### config.mk
export PLATFORM = sky130hd
export DESIGN_NAME = mem_arbiter
export DESIGN_NICKNAME = d
export VERILOG_FILES = /design/src/hw/cache_pkg.sv /design/src/hw/mem_arbiter.sv
export SDC_FILE = /design/constraint.sdc
export NUM_CORES = 1
export LEC_CHECK = 0
export ABC_AREA = 1
export ABC_CLOCK_PERIOD_IN_PS = 1800
export BUFFER_PORTS_ARGS = -buffer_cell sky130_fd_sc_hd__buf_2
export CAP_MARGIN = 15
export CORE_AREA = 2 2 90 92
export CTS_CLUSTER_DIAMETER = 30
export DETAILED_ROUTE_END_ITERATION = 12
export DIE_AREA = 0 0 92 94
export GPL_TIMING_DRIVEN = 0
export REMOVE_ABC_BUFFERS = 1
export SETUP_SLACK_MARGIN = 0.4
export SLEW_MARGIN = 5
export SYNTH_ARGS = -nofsm -noshare
export SYNTH_HDL_FRONTEND = slang
export SYNTH_SLANG_ARGS = --single-unit
### constraint.sdc
create_clock -name clock_i -period 1.8 [get_ports clock_i]
set_clock_uncertainty 0.15 [all_clocks]
set_input_delay 0.36 -clock clock_i [delete_from_list [all_inputs] [get_ports clock_i]]
set_output_delay 0.36 -clock clock_i [all_outputs]
set_load 0.01 [all_outputs]
### src/hw/cache_pkg.sv
package cache_pkg;

	// ------------------------------------------------------------------------
	// slice geometry and replacement
	// ------------------------------------------------------------------------
	localparam int N_LINES = 8;
	localparam int LINE_BW = 3;
	// rrpv of all ones means distant, line may be evicted
	localparam int RRPV_W = 2;
	localparam logic [RRPV_W-1:0] RRPV_INS = 2'd2;

	// ------------------------------------------------------------------------
	// bus widths and ports
	// ------------------------------------------------------------------------
	localparam int ADDR_W = 10;
	localparam int DATA_W = 32;
	// hit counter lives here, never cached
	localparam logic [ADDR_W-1:0] STATUS_ADDR = 10'h3FF;
	localparam int N_PORTS = 2;

	typedef struct packed {
		logic psel;
		logic penable;
		logic pwrite;
		logic [ADDR_W-1:0] paddr;
		logic [DATA_W-1:0] pwdata;
	} apb_req_t;

	typedef struct packed {
		logic pready;
		logic [DATA_W-1:0] prdata;
	} apb_rsp_t;

	typedef struct packed {
		logic valid;
		logic write;
		logic [ADDR_W-1:0] addr;
		logic [DATA_W-1:0] wdata;
	} mem_req_t;

	typedef struct packed {
		logic ready;
		logic [DATA_W-1:0] rdata;
	} mem_rsp_t;

	typedef enum logic [2:0] {
		IDLE,
		LOOKUP,
		FILL_REQ,
		FILL_WAIT,
		WT_REQ,
		WT_WAIT,
		RESPOND
	} ctrl_state_e;

	typedef enum logic {
		NOMINAL,
		AGE
	} repl_state_e;

endpackage

### src/hw/mem_arbiter.sv
`timescale 1ns/10ps

module mem_arbiter (
	input  logic clock_i,
	input  logic resetn_i,
	input  cache_pkg::mem_req_t req_i [cache_pkg::N_PORTS],
	output cache_pkg::mem_rsp_t rsp_o [cache_pkg::N_PORTS],
	output cache_pkg::mem_req_t mem_o,
	input  cache_pkg::mem_rsp_t mem_i
);

	// two ports, so the grant is a single bit
	logic gnt_q;
	logic other;
	logic hand_over;

	assign other = ~gnt_q;

	// ------------------------------------------------------------------------
	// round robin
	// ------------------------------------------------------------------------

	// pass on after the holder's ready, or at once if the holder is idle
	// an idle holder has nothing accepted, so switching cannot cut a transfer
	assign hand_over = req_i[other].valid && (mem_i.ready || !req_i[gnt_q].valid);

	always_ff @(posedge clock_i) begin
		if (!resetn_i) begin
			gnt_q <= 1'b0;
		end else if (hand_over) begin
			gnt_q <= other;
		end
	end

	// ------------------------------------------------------------------------
	// routing
	// ------------------------------------------------------------------------
	assign mem_o = req_i[gnt_q];

	// rdata is shared, only the holder sees ready
	always_comb begin
		for (int p = 0; p < cache_pkg::N_PORTS; p++) begin
			rsp_o[p].ready = mem_i.ready && (gnt_q == 1'(p));
			rsp_o[p].rdata = mem_i.rdata;
		end
	end

endmodule

==> impl_metrics.toml <==
[status]
status = "finished, final reports clean"

[cells_and_area]
nets = 417
largest_reg_flops = 1
regArea_um2 = 23.8
fillers = 882
reg_top3 = "gnt_q: 1 flops"
finalInstanceArea_um2 = 1680
drive_gt1_share_pct = 57.2
diodes = 0
largest_register = "gnt_q"
multi_input_area_um2 = 591
syn_to_final_growth_pct = 50.4
final_util_pct = 22.1

[critical_path]
end_kind = "output pin"
path_delay_family = "buffers and inverters"
cp_slowest_cell = "dfxtp_4"
ff2ff_setup_slack_ps = 640
r2r_cells = 6
crit_type = "flop to output pin"
crit_top_cell = "nand2_1"
crit_chain = "buf_12 > buf_6 > nand2_1 > nand2_1 > buf_2"
critical_path.max_fanout = 8
cp_slowest_stage_delay_ps = 340
r2r_start = "gnt_q"
timing.critical_path.buf_inv = 3
required_ps = 1290
crit_path_start_kind = "flop"
cp.arrival_ps = 920
worstSetupStartpoint = "gnt_q"
reg2reg_to = "gnt_q"

[sta]
slew_headroom_pct = 88.9
clock.fmax_ghz = 0.701
grt_setup_unrepaired = "true"
fin_crit_ps = 1430
drv_slew = 0
hold_violations = 0
worstMarginPinSlew_ps = 166
setup_viol = 0
setup_slack_ps = 373
layout_worst_path_cycle_share_pct = 79.3

[route]
remaining_drc_errors = 0
postRouteAntennaNets = 0
dr.pass1.iters = 6
avgRoutedWirePerCell_um = 21.6
wirelength_um = 8520
vias = 1563
vias_per_cell = 3.97
dr.first_iter.drc_count = 44

[grt]
grtUsageTotal_pct = 18.3
grt_pass1_vias = 1465
grt_use_met1_pct = 12.9
grt_pass1_wl_um = 11000
grt.busiest_layer = "met2"
gr-usage-met3_pct = 18.0
grt_use_met2_pct = 32.4
grt_max_degree = 25
overflow = 0
antenna_found_initial = 0

[placement]
dpl_cell_area_um2 = 1380
pre_cts_ws_ps = -648
dpl.hpwl_um = 6310
gp_congestion = 0.893
io_buffers = 136

[power]
swShare_pct = 50.5
power_switching_w = 0.000311
total_power_w = 0.000616
irDropWorstVdd_v = 0.0000751
pwr-share-clk_pct = 0
pwr-share-seq_pct = 4.5
p_leak_nw = 1.10
power_frac_comb_pct = 95.5
p_int_w = 0.000305
power.density_nw_per_um2 = 367

[synthesis]
netlist_area_um2 = 1120
syn_inst = 218
syn-mean-instance-area_um2 = 5.12
ys_seq_area_share_pct = 1.79
yosys_warnings = 0
synth.ff_latch_count = 1
synthDistinctLibCells = 12

[job]
maxCapViolCount = 0

[worst_hold_path]
hold_path.class = "input pin to flop"
hold_path_startpoint = "resetn_i"
hold_depth = 3
whs_endpoint = "gnt_q"

[cts]
clock_latency_ps = 0
clk_pin_slew_ps = 0
hold_buffers = 0

[die]
core_um2 = 7610
die_h_um = 94
initial_core_util_pct = 14.7
io_pins = 233
rows = 32
die_w_um = 92
fp.dieArea_um2 = 8650
## per-layer routing
metal / up-vias / routed length (um)
met5: - / 68
met4: 2 / 361
met3: 14 / 1940
met2: 170 / 4030
met1: 644 / 2120
li1: 733 / -
## worst register-to-register path: cells and delay by family, from the launching register on
family	cells	cell delay (ps)
flip-flops	1	340
AO/OA/AOI/OAI	1	120
AND/OR/NAND/NOR	3	170
buffers and inverters	2	260
## cells in the mapped netlist, drive strengths merged
cell type | n | share of area, %
nand2 | 133 | 45
a21oi | 1 | 0.45
nand3 | 1 | 0.45
dfxtp | 1 | 1.8
inv | 5 | 1.7
buf | 73 | 49
o211ai | 1 | 0.67
nor2 | 2 | 0.67
and2 | 1 | 0.56
## through the flow
step / hold slack, ps / setup TNS [ps] / instances
finish: 450 / 0 / 394
global route: 476 / 0 / 394
CTS: 452 / 0 / 393
detailed placement: 456 / -24760 / 383
global placement: 444 / -56710 / 383
floorplan: 336 / -21100 / 145
## final cells by class
type | count | share of cell area [%]
Inverter | 5 | 2.09
Multi-Input combinational cell | 139 | 35.2
Sequential cell | 1 | 1.42
Tap cell | 102 | 7.60
Timing Repair Buffer | 144 | 51.7
Timing Repair inverter | 3 | 2.01
## what timing repair did
item,CTS,global route
setup buffers,7,0
gates resized for setup,25,17
pin swaps,7,3
gates cloned,3,1
endpoints found under the setup margin,47,46
## kinds of logic after synthesis
group / after synthesis / share of synthesized area, %
DFF: 1 / 1.79
and+or+nand+nor: 137 / 46.4
buffers and inverters: 78 / 50.7
AOI/OAI and AO/OA: 2 / 1.12
## power groups by stage
stage	registers [W]	logic [W]	clock network, W
final	0.0000275	0.000588	0
after global routing	0.0000277	0.000652	0
after floorplan	0.0000432	0.000186	0
after global placement	0.0000522	0.000401	0
after detailed placement	0.0000533	0.000405	0
after CTS	0.0000267	0.000553	0
## cell usage in the layout, fill, tap and decap left out, drive strengths merged
cell / Yosys / routed
and2: 1 / 1
a21oi: 1 / 1
o211ai: 1 / 1
inv: 5 / 8
nor2: 2 / 2
nand2: 133 / 133
nand3: 1 / 1
buf: 73 / 143
clkbuf: 0 / 1
dfxtp: 1 / 1
## how the worst max path moves through the flow
stage | slack [ps] | to | depth (start not counted)
after floorplan | -570 | mem_o[43] | 3
after global placement | -1340 | mem_o[43] | 4
after detailed placement | -650 | mem_o[43] | 4
after CTS | 380 | mem_o[1] | 5
after global routing | 330 | mem_o[30] | 5
final | 370 | mem_o[38] | 5
Note: power is estimated with default switching activity, not from simulation.
