===== src/hw/cache_pkg.sv =====
package cache_pkg;

	// ------------------------------------------------------------------------
	// slice geometry and replacement
	// ------------------------------------------------------------------------
	localparam int N_LINES = 8;
	localparam int LINE_BW = 3;
	// rrpv of all ones means distant, line may be evicted
	localparam int RRPV_W = 2;
	localparam logic [RRPV_W-1:0] RRPV_INS = 2'd2;

	// ------------------------------------------------------------------------
	// bus widths and ports
	// ------------------------------------------------------------------------
	localparam int ADDR_W = 10;
	localparam int DATA_W = 32;
	// hit counter lives here, never cached
	localparam logic [ADDR_W-1:0] STATUS_ADDR = 10'h3FF;
	localparam int N_PORTS = 2;

	typedef struct packed {
		logic psel;
		logic penable;
		logic pwrite;
		logic [ADDR_W-1:0] paddr;
		logic [DATA_W-1:0] pwdata;
	} apb_req_t;

	typedef struct packed {
		logic pready;
		logic [DATA_W-1:0] prdata;
	} apb_rsp_t;

	typedef struct packed {
		logic valid;
		logic write;
		logic [ADDR_W-1:0] addr;
		logic [DATA_W-1:0] wdata;
	} mem_req_t;

	typedef struct packed {
		logic ready;
		logic [DATA_W-1:0] rdata;
	} mem_rsp_t;

	typedef enum logic [2:0] {
		IDLE,
		LOOKUP,
		FILL_REQ,
		FILL_WAIT,
		WT_REQ,
		WT_WAIT,
		RESPOND
	} ctrl_state_e;

	typedef enum logic {
		NOMINAL,
		AGE
	} repl_state_e;

endpackage


===== src/hw/srrip_line_controller.sv =====
`timescale 1ns/10ps

module srrip_line_controller (
	input  logic clock_i,
	input  logic resetn_i,
	// slice select, freezes the block while low
	input  logic enable_i,
	input  logic hit_i,
	input  logic miss_i,
	input  logic [cache_pkg::LINE_BW-1:0] line_i,
	output logic done_o,
	output logic [cache_pkg::LINE_BW-1:0] victim_o
);

	// per line re-reference prediction value
	logic [cache_pkg::RRPV_W-1:0] rrpv_q [cache_pkg::N_LINES];
	// set once a line has been referenced after its fill
	logic [cache_pkg::N_LINES-1:0] first_hit_q;
	cache_pkg::repl_state_e state_q;

	logic [cache_pkg::N_LINES-1:0] distant;
	logic any_distant;
	logic [cache_pkg::LINE_BW-1:0] first_distant;
	logic age_now;

	// ------------------------------------------------------------------------
	// victim search
	// ------------------------------------------------------------------------

	// lowest index at distant rrpv wins, so scan downwards
	always_comb begin
		first_distant = '0;
		for (int i = cache_pkg::N_LINES - 1; i >= 0; i--) begin
			distant[i] = &rrpv_q[i];
			if (distant[i]) begin
				first_distant = cache_pkg::LINE_BW'(i);
			end
		end
		any_distant = |distant;
	end

	// age on a miss with no candidate, and keep ageing until one saturates
	assign age_now = enable_i && !any_distant &&
		((state_q == cache_pkg::NOMINAL && miss_i) || state_q == cache_pkg::AGE);

	// ------------------------------------------------------------------------
	// state and counters
	// ------------------------------------------------------------------------
	always_ff @(posedge clock_i) begin
		if (!resetn_i) begin
			state_q <= cache_pkg::NOMINAL;
			done_o <= 1'b0;
			victim_o <= '0;
			first_hit_q <= '0;
			// everything starts distant, so invalid lines fill in index order
			for (int i = 0; i < cache_pkg::N_LINES; i++) begin
				rrpv_q[i] <= '1;
			end
		end else begin
			// done is a single cycle pulse
			done_o <= 1'b0;
			if (enable_i) begin
				case (state_q)
					cache_pkg::NOMINAL: begin
						if (hit_i) begin
							// repeat reference predicts near re-use
							if (first_hit_q[line_i]) begin
								rrpv_q[line_i] <= '0;
							end else begin
								rrpv_q[line_i] <= cache_pkg::RRPV_INS;
								first_hit_q[line_i] <= 1'b1;
							end
						end
						if (miss_i) begin
							if (any_distant) begin
								done_o <= 1'b1;
								victim_o <= first_distant;
								// victim gets refilled, forget its history
								first_hit_q[first_distant] <= 1'b0;
							end else begin
								state_q <= cache_pkg::AGE;
							end
						end
					end
					cache_pkg::AGE: begin
						if (any_distant) begin
							done_o <= 1'b1;
							victim_o <= first_distant;
							first_hit_q[first_distant] <= 1'b0;
							state_q <= cache_pkg::NOMINAL;
						end
					end
					default: state_q <= cache_pkg::NOMINAL;
				endcase

				// one ageing step per cycle, saturated counters stay put
				if (age_now) begin
					for (int i = 0; i < cache_pkg::N_LINES; i++) begin
						if (!distant[i]) begin
							rrpv_q[i] <= rrpv_q[i] + 1'b1;
						end
					end
				end
			end
		end
	end

endmodule


===== src/hw/tag_store.sv =====
`timescale 1ns/10ps

module tag_store (
	input  logic clock_i,
	input  logic resetn_i,
	input  logic [cache_pkg::ADDR_W-1:0] lookup_addr_i,
	output logic hit_o,
	output logic [cache_pkg::LINE_BW-1:0] hit_line_o,
	output logic [cache_pkg::DATA_W-1:0] hit_data_o,
	input  logic wr_en_i,
	input  logic [cache_pkg::LINE_BW-1:0] wr_line_i,
	input  logic [cache_pkg::ADDR_W-1:0] wr_addr_i,
	input  logic [cache_pkg::DATA_W-1:0] wr_data_i
);

	logic [cache_pkg::N_LINES-1:0] valid_q;
	// one word per line, so the whole word address is the tag
	logic [cache_pkg::ADDR_W-1:0] tag_q [cache_pkg::N_LINES];
	logic [cache_pkg::DATA_W-1:0] data_q [cache_pkg::N_LINES];
	logic [cache_pkg::N_LINES-1:0] match;

	// ------------------------------------------------------------------------
	// parallel compare
	// ------------------------------------------------------------------------

	// at most one line matches, so or-ing index and data encodes the one-hot
	always_comb begin
		hit_line_o = '0;
		hit_data_o = '0;
		for (int i = 0; i < cache_pkg::N_LINES; i++) begin
			match[i] = valid_q[i] && (tag_q[i] == lookup_addr_i);
			if (match[i]) begin
				hit_line_o = hit_line_o | cache_pkg::LINE_BW'(i);
				hit_data_o = hit_data_o | data_q[i];
			end
		end
		hit_o = |match;
	end

	// ------------------------------------------------------------------------
	// line update
	// ------------------------------------------------------------------------
	always_ff @(posedge clock_i) begin
		if (!resetn_i) begin
			valid_q <= '0;
		end else if (wr_en_i) begin
			valid_q[wr_line_i] <= 1'b1;
		end
	end

	// fill or write hit, tag rewrite is harmless on a hit
	always_ff @(posedge clock_i) begin
		if (wr_en_i) begin
			tag_q[wr_line_i] <= wr_addr_i;
			data_q[wr_line_i] <= wr_data_i;
		end
	end

endmodule


===== src/hw/cache_controller.sv =====
`timescale 1ns/10ps

module cache_controller (
	input  logic clock_i,
	input  logic resetn_i,
	input  cache_pkg::apb_req_t apb_i,
	output cache_pkg::apb_rsp_t apb_o,
	output cache_pkg::mem_req_t mem_o,
	input  cache_pkg::mem_rsp_t mem_i
);

	cache_pkg::ctrl_state_e state_q, state_d;
	logic [cache_pkg::DATA_W-1:0] rdata_q;
	logic [cache_pkg::DATA_W-1:0] hit_cnt_q;

	logic lookup_hit;
	logic [cache_pkg::LINE_BW-1:0] lookup_line;
	logic [cache_pkg::DATA_W-1:0] lookup_data;
	logic in_lookup, is_status, fill_done;
	logic ts_wr_en;
	logic [cache_pkg::LINE_BW-1:0] ts_wr_line;
	logic [cache_pkg::DATA_W-1:0] ts_wr_data;
	logic repl_hit, repl_miss, repl_done;
	logic [cache_pkg::LINE_BW-1:0] repl_victim;

	// ------------------------------------------------------------------------
	// lookup decode
	// ------------------------------------------------------------------------
	assign in_lookup = (state_q == cache_pkg::LOOKUP);
	assign is_status = !apb_i.pwrite && (apb_i.paddr == cache_pkg::STATUS_ADDR);
	// status reads stay out of the replacement state
	assign repl_hit = in_lookup && !is_status && lookup_hit;
	// write misses do not allocate
	assign repl_miss = in_lookup && !is_status && !apb_i.pwrite && !lookup_hit;
	assign fill_done = (state_q == cache_pkg::FILL_WAIT) && mem_i.ready;

	// write hit updates its own line, a fill lands in the victim
	assign ts_wr_en = (repl_hit && apb_i.pwrite) || fill_done;
	assign ts_wr_line = fill_done ? repl_victim : lookup_line;
	assign ts_wr_data = fill_done ? mem_i.rdata : apb_i.pwdata;

	tag_store u_tags (
		.clock_i       (clock_i),
		.resetn_i      (resetn_i),
		.lookup_addr_i (apb_i.paddr),
		.hit_o         (lookup_hit),
		.hit_line_o    (lookup_line),
		.hit_data_o    (lookup_data),
		.wr_en_i       (ts_wr_en),
		.wr_line_i     (ts_wr_line),
		.wr_addr_i     (apb_i.paddr),
		.wr_data_i     (ts_wr_data)
	);

	// psel acts as the slice select
	srrip_line_controller u_repl (
		.clock_i  (clock_i),
		.resetn_i (resetn_i),
		.enable_i (apb_i.psel),
		.hit_i    (repl_hit),
		.miss_i   (repl_miss),
		.line_i   (lookup_line),
		.done_o   (repl_done),
		.victim_o (repl_victim)
	);

	// ------------------------------------------------------------------------
	// FSM
	// ------------------------------------------------------------------------
	always_comb begin
		state_d = state_q;
		case (state_q)
			cache_pkg::IDLE: if (apb_i.psel && apb_i.penable) state_d = cache_pkg::LOOKUP;
			cache_pkg::LOOKUP: begin
				if (apb_i.pwrite) state_d = cache_pkg::WT_REQ;
				else if (is_status || lookup_hit) state_d = cache_pkg::RESPOND;
				else state_d = cache_pkg::FILL_REQ;
			end
			// victim search runs here, request goes out once it is known
			cache_pkg::FILL_REQ: if (repl_done) state_d = cache_pkg::FILL_WAIT;
			cache_pkg::FILL_WAIT: if (mem_i.ready) state_d = cache_pkg::RESPOND;
			cache_pkg::WT_REQ: state_d = cache_pkg::WT_WAIT;
			cache_pkg::WT_WAIT: if (mem_i.ready) state_d = cache_pkg::RESPOND;
			cache_pkg::RESPOND: state_d = cache_pkg::IDLE;
			default: state_d = cache_pkg::IDLE;
		endcase
	end

	always_ff @(posedge clock_i) begin
		if (!resetn_i) begin
			state_q <= cache_pkg::IDLE;
			hit_cnt_q <= '0;
		end else begin
			state_q <= state_d;
			// read and write hits both count
			if (repl_hit) hit_cnt_q <= hit_cnt_q + 1'b1;
		end
	end

	always_ff @(posedge clock_i) begin
		if (in_lookup) rdata_q <= is_status ? hit_cnt_q : lookup_data;
		if (fill_done) rdata_q <= mem_i.rdata;
	end

	// ------------------------------------------------------------------------
	// bus outputs
	// ------------------------------------------------------------------------
	assign apb_o.pready = (state_q == cache_pkg::RESPOND);
	assign apb_o.prdata = rdata_q;

	// valid held through the wait states until ready
	assign mem_o.valid = (state_q == cache_pkg::FILL_WAIT) || (state_q == cache_pkg::WT_REQ) ||
		(state_q == cache_pkg::WT_WAIT);
	assign mem_o.write = (state_q != cache_pkg::FILL_WAIT);
	assign mem_o.addr = apb_i.paddr;
	assign mem_o.wdata = apb_i.pwdata;

endmodule


===== config.mk =====
export PLATFORM = sky130hd
export DESIGN_NAME = cache_controller
export DESIGN_NICKNAME = d
export VERILOG_FILES = /design/src/hw/cache_pkg.sv /design/src/hw/srrip_line_controller.sv /design/src/hw/tag_store.sv /design/src/hw/cache_controller.sv
export SDC_FILE = /design/constraint.sdc
export NUM_CORES = 1
export LEC_CHECK = 0
export BUFFER_PORTS_ARGS = -buffer_cell sky130_fd_sc_hd__buf_2
export CORE_MARGIN = 10
export CORE_UTILIZATION = 60
export DETAILED_ROUTE_END_ITERATION = 8
export PLACE_DENSITY = 0.81
export SLEW_MARGIN = 20
export SYNTH_ARGS = -nofsm -noshare
export SYNTH_HDL_FRONTEND = slang
export SYNTH_SLANG_ARGS = --single-unit

===== constraint.sdc =====
create_clock -name clock_i -period 6.1 [get_ports clock_i]
set_input_delay 1.83 -clock clock_i [delete_from_list [all_inputs] [get_ports clock_i]]
set_output_delay 1.83 -clock clock_i [all_outputs]
set_load 0.005 [all_outputs]

==> reports/qor.yml <==
run_status:
  outcome: "complete, no violations"
logic_synthesis:
  synth_cell_types: 63
  synth-edff-count: 376
  netlist_instances: 1376
  synth-seq-cells: 440
  synth-main-ff-cell: "edfxtp_1"
  synth_nets: 1465
  syn_area_per_cell_sq_um: 13.4
  netlist_area_sq_mm: 0.0184
  seq_area_frac_synth: 0.682
  async_flop_share: 0
  ys_warn_count: 0
placed_design:
  port_buffers: 156
  dp_hpwl_mm: 29.8
  place.gp.congestion: 0.987
  place_ws_ns: 0.648
critical_path:
  cp_slowest_stage_delay_ns: 0.70
  cp.required_ns: 6.34
  crit_fanout: 19
  cp.arrival_ns: 5.21
  r2r_start: "u_tags.tag_q[1][9]"
  worstSetupStartpoint: "apb_i[41]"
  cp-start-kind: "input port"
  critPathKind: "input port to flip-flop"
  crit_path_frequent_cell: "buf_4"
  slowest_stage: "or4_1"
  end_kind: "flip-flop"
  cp_cell_sequence: "buf_2 > xnor2_1 > nand4_1 > nor3_4 > buf_4 > or4_1 > nor2_1 > a21oi_1 > nor2_4 > buf_4"
floorplanning:
  core_sq_mm: 0.0304
  die_y_um: 195
  start_util: 0.606
  ios: 157
  die-area_sq_mm: 0.0381
  num_rows: 64
  dieWidth_um: 195
min_path:
  worstHoldPathType: "flip-flop to flip-flop"
  min_from: "u_repl.first_hit_q[4]"
sta:
  timing.final.crit_share: 0.815
  clock_skew_ns: 0.0105
  rsz0062_at_grt: "false"
  slew_viol_final: 0
  setup_ws_ns: 1.13
  hold_violations: 0
  setup_tns_ns: 0
  fmax_ghz: 0.201
  slew_headroom: 0.354
  finalSetupViolCount: 0
  tightest_slew_ns: 0.969
  min_period_ns: 4.97
clocking:
  worstSkewPairLatency_ns: 0.55
  cts-root-buf: "clkbuf_16"
  clock-sinks: 440
  cts_max_path_buffers: 3
  cts_tree: "done"
  h-tree-depth: 2
  path_clk_slew_ns: 0.06
  cts_setup_buffers: 0
  cts-resized-gates: 0
  cts_buffers: 43
  ctsHoldBuffers: 0
final_layout:
  area_growth_pct: 13.6
  antennaDiodeCount: 0
  drive_gt1_frac: 0.191
  nets: 1586
drt:
  vias_per_cell: 6.47
  num_vias: 12456
  drcViolationCount: 0
  drt_iter0_drc: 1409
  dr.pass1.iters: 6
  wl_mm: 47.0
  postRouteAntennaNets: 0
  wl_per_cell_um: 24.4
global_routing:
  antenna_found_initial: 0
  grt_pass1_wl_mm: 72.4
  grt.overflow.total: 0
  grtUsageTotal: 0.240
  grt_max_degree: 66
  grt_pass1_vias: 12621
power_and_ir_drop:
  p_leak_nw: 6.94
  vdd_drop_max_v: 0.000253
  p_per_area_mw_per_mm2: 299
job:
  drv_cap: 0
[layout make-up]
class | count | area (sq um)
flip-flops and latches | 440 | 12600
fillers | 2014 | 9490
multi-input cells | 807 | 5250
repair buffers | 189 | 1100
clock buffers | 49 | 1100
well taps | 396 | 495
clock inverters | 29 | 365
inverters | 16 | 60.1
[cell usage in the layout (no fill, tap or decap), types with 32 or more instances in the layout]
master	instances
nand4_1	33
nor2_1	46
a21oi_1	68
dfxtp_1	64
a41oi_1	33
a22oi_1	64
edfxtp_1	376
nand2_1	170
xnor2_1	93
nand3_1	36
a222oi_1	32
buf_2	156
o21ai_0	49
clkbuf_16	43
[critical path, delay by kind of cell]
| family | cells | cell delay, ns |
|---|---|---|
| and+or+nand+nor | 5 | 1.98 |
| buffers and inverters | 3 | 0.98 |
| AOI/OAI and AO/OA | 1 | 0.23 |
| xor gates and xnor gates | 1 | 0.18 |
[path summary, 6_finish.rpt]
path	end	slack, ns	depth (start not counted)
max	u_tags.data_q[2][24]	1.13	10
min	u_repl.first_hit_q[4]	0.48	1
max reg2reg	u_tags.data_q[2][24]	2.42	9
min reg2reg	u_repl.first_hit_q[4]	0.48	1
[registers in the layout, summed over array words and instances (netlist names)]
| signal | cells |
|---|---|
| u_repl.first_hit_q | 8 |
| u_tags.valid_q | 8 |
| u_repl.rrpv_q | 16 |
| u_tags.tag_q | 80 |
| u_repl.done_o | 1 |
| state_q | 3 |
| u_repl.state_q | 1 |
| u_tags.data_q | 256 |
| hit_cnt_q | 32 |
| rdata_q | 32 |
| u_repl.victim_o | 3 |
[synthesized netlist by cell type, types with 2 or more instances]
library cell	n	area, sq um
and4_1	2	17.5
o221a_2	3	33.8
dfxtp_1	64	1280
nand4b_1	3	26.3
o2111ai_1	2	17.5
nor4_1	4	25.0
o21ai_0	49	245
nor2_1	55	206
a21boi_1	7	52.6
and3_1	11	68.8
buf_1	6	22.5
nand3_1	37	185
and2_1	5	31.3
a21oi_1	69	345
nand2_1	170	638
nand2b_1	3	18.8
a41oi_1	33	289
buf_4	42	315
buf_2	3	15.0
mux2i_1	3	30.0
mux2_2	2	22.5
o22a_1	6	52.6
buf_6	12	135
nor3b_1	3	22.5
o31ai_4	2	42.5
a21oi_2	2	17.5
edfxtp_1	376	11300
or3_1	12	75.1
xor2_1	14	123
a22oi_1	64	480
or4_1	9	67.6
nor4b_1	3	26.3
nor3_1	30	150
a222oi_1	32	320
ha_1	9	113
clkbuf_1	49	184
nor3_2	7	70.1
o21a_1	9	67.6
nor2b_1	2	12.5
inv_1	15	56.3
xnor2_1	93	815
nand4_1	33	206
[logic make-up (layout without fill, tap and decap cells)]
group           Yosys count  in the layout  synth area share
buf+inv                 129            283            0.0408
flops                   440            440             0.682
fa+ha+maj                 9              9           0.00611
xor+xnor                107            107            0.0508
compound gates          293            293             0.115
simple gates            393            393             0.102
mux                       5              5           0.00285
[metal layers]
metal | global-route usage | up-vias | wire, um
li1 | - | 5465 | -
met1 | 0.318 | 6120 | 18500
met2 | 0.386 | 769 | 22700
met3 | 0.0461 | 102 | 4460
met4 | 0.0874 | 0 | 1340
met5 | 0 | - | 0
[power by group]
group          total [mW]  internal (mW)  switching (mW)
Sequential           3.29           3.28         0.00786
Clock                2.75           1.61            1.14
Combinational       0.221         0.0738           0.148
Total                6.26           4.96            1.30
[metrics by stage]
step / total power [mW] / hold slack, ns / instance area (sq um) / util / instances
global placement: 3.56 / 0.458 / 19500 / 0.640 / 1848
floorplan: 3.48 / 0.440 / 18400 / - / 1376
finish: 6.26 / 0.483 / 20900 / 0.688 / 1926
global route: 6.42 / 0.504 / 20900 / 0.688 / 1926
detailed placement: 3.57 / 0.464 / 19500 / 0.640 / 1848
CTS: 6.28 / 0.479 / 20900 / 0.688 / 1926
(Power assumes the default switching activity.)
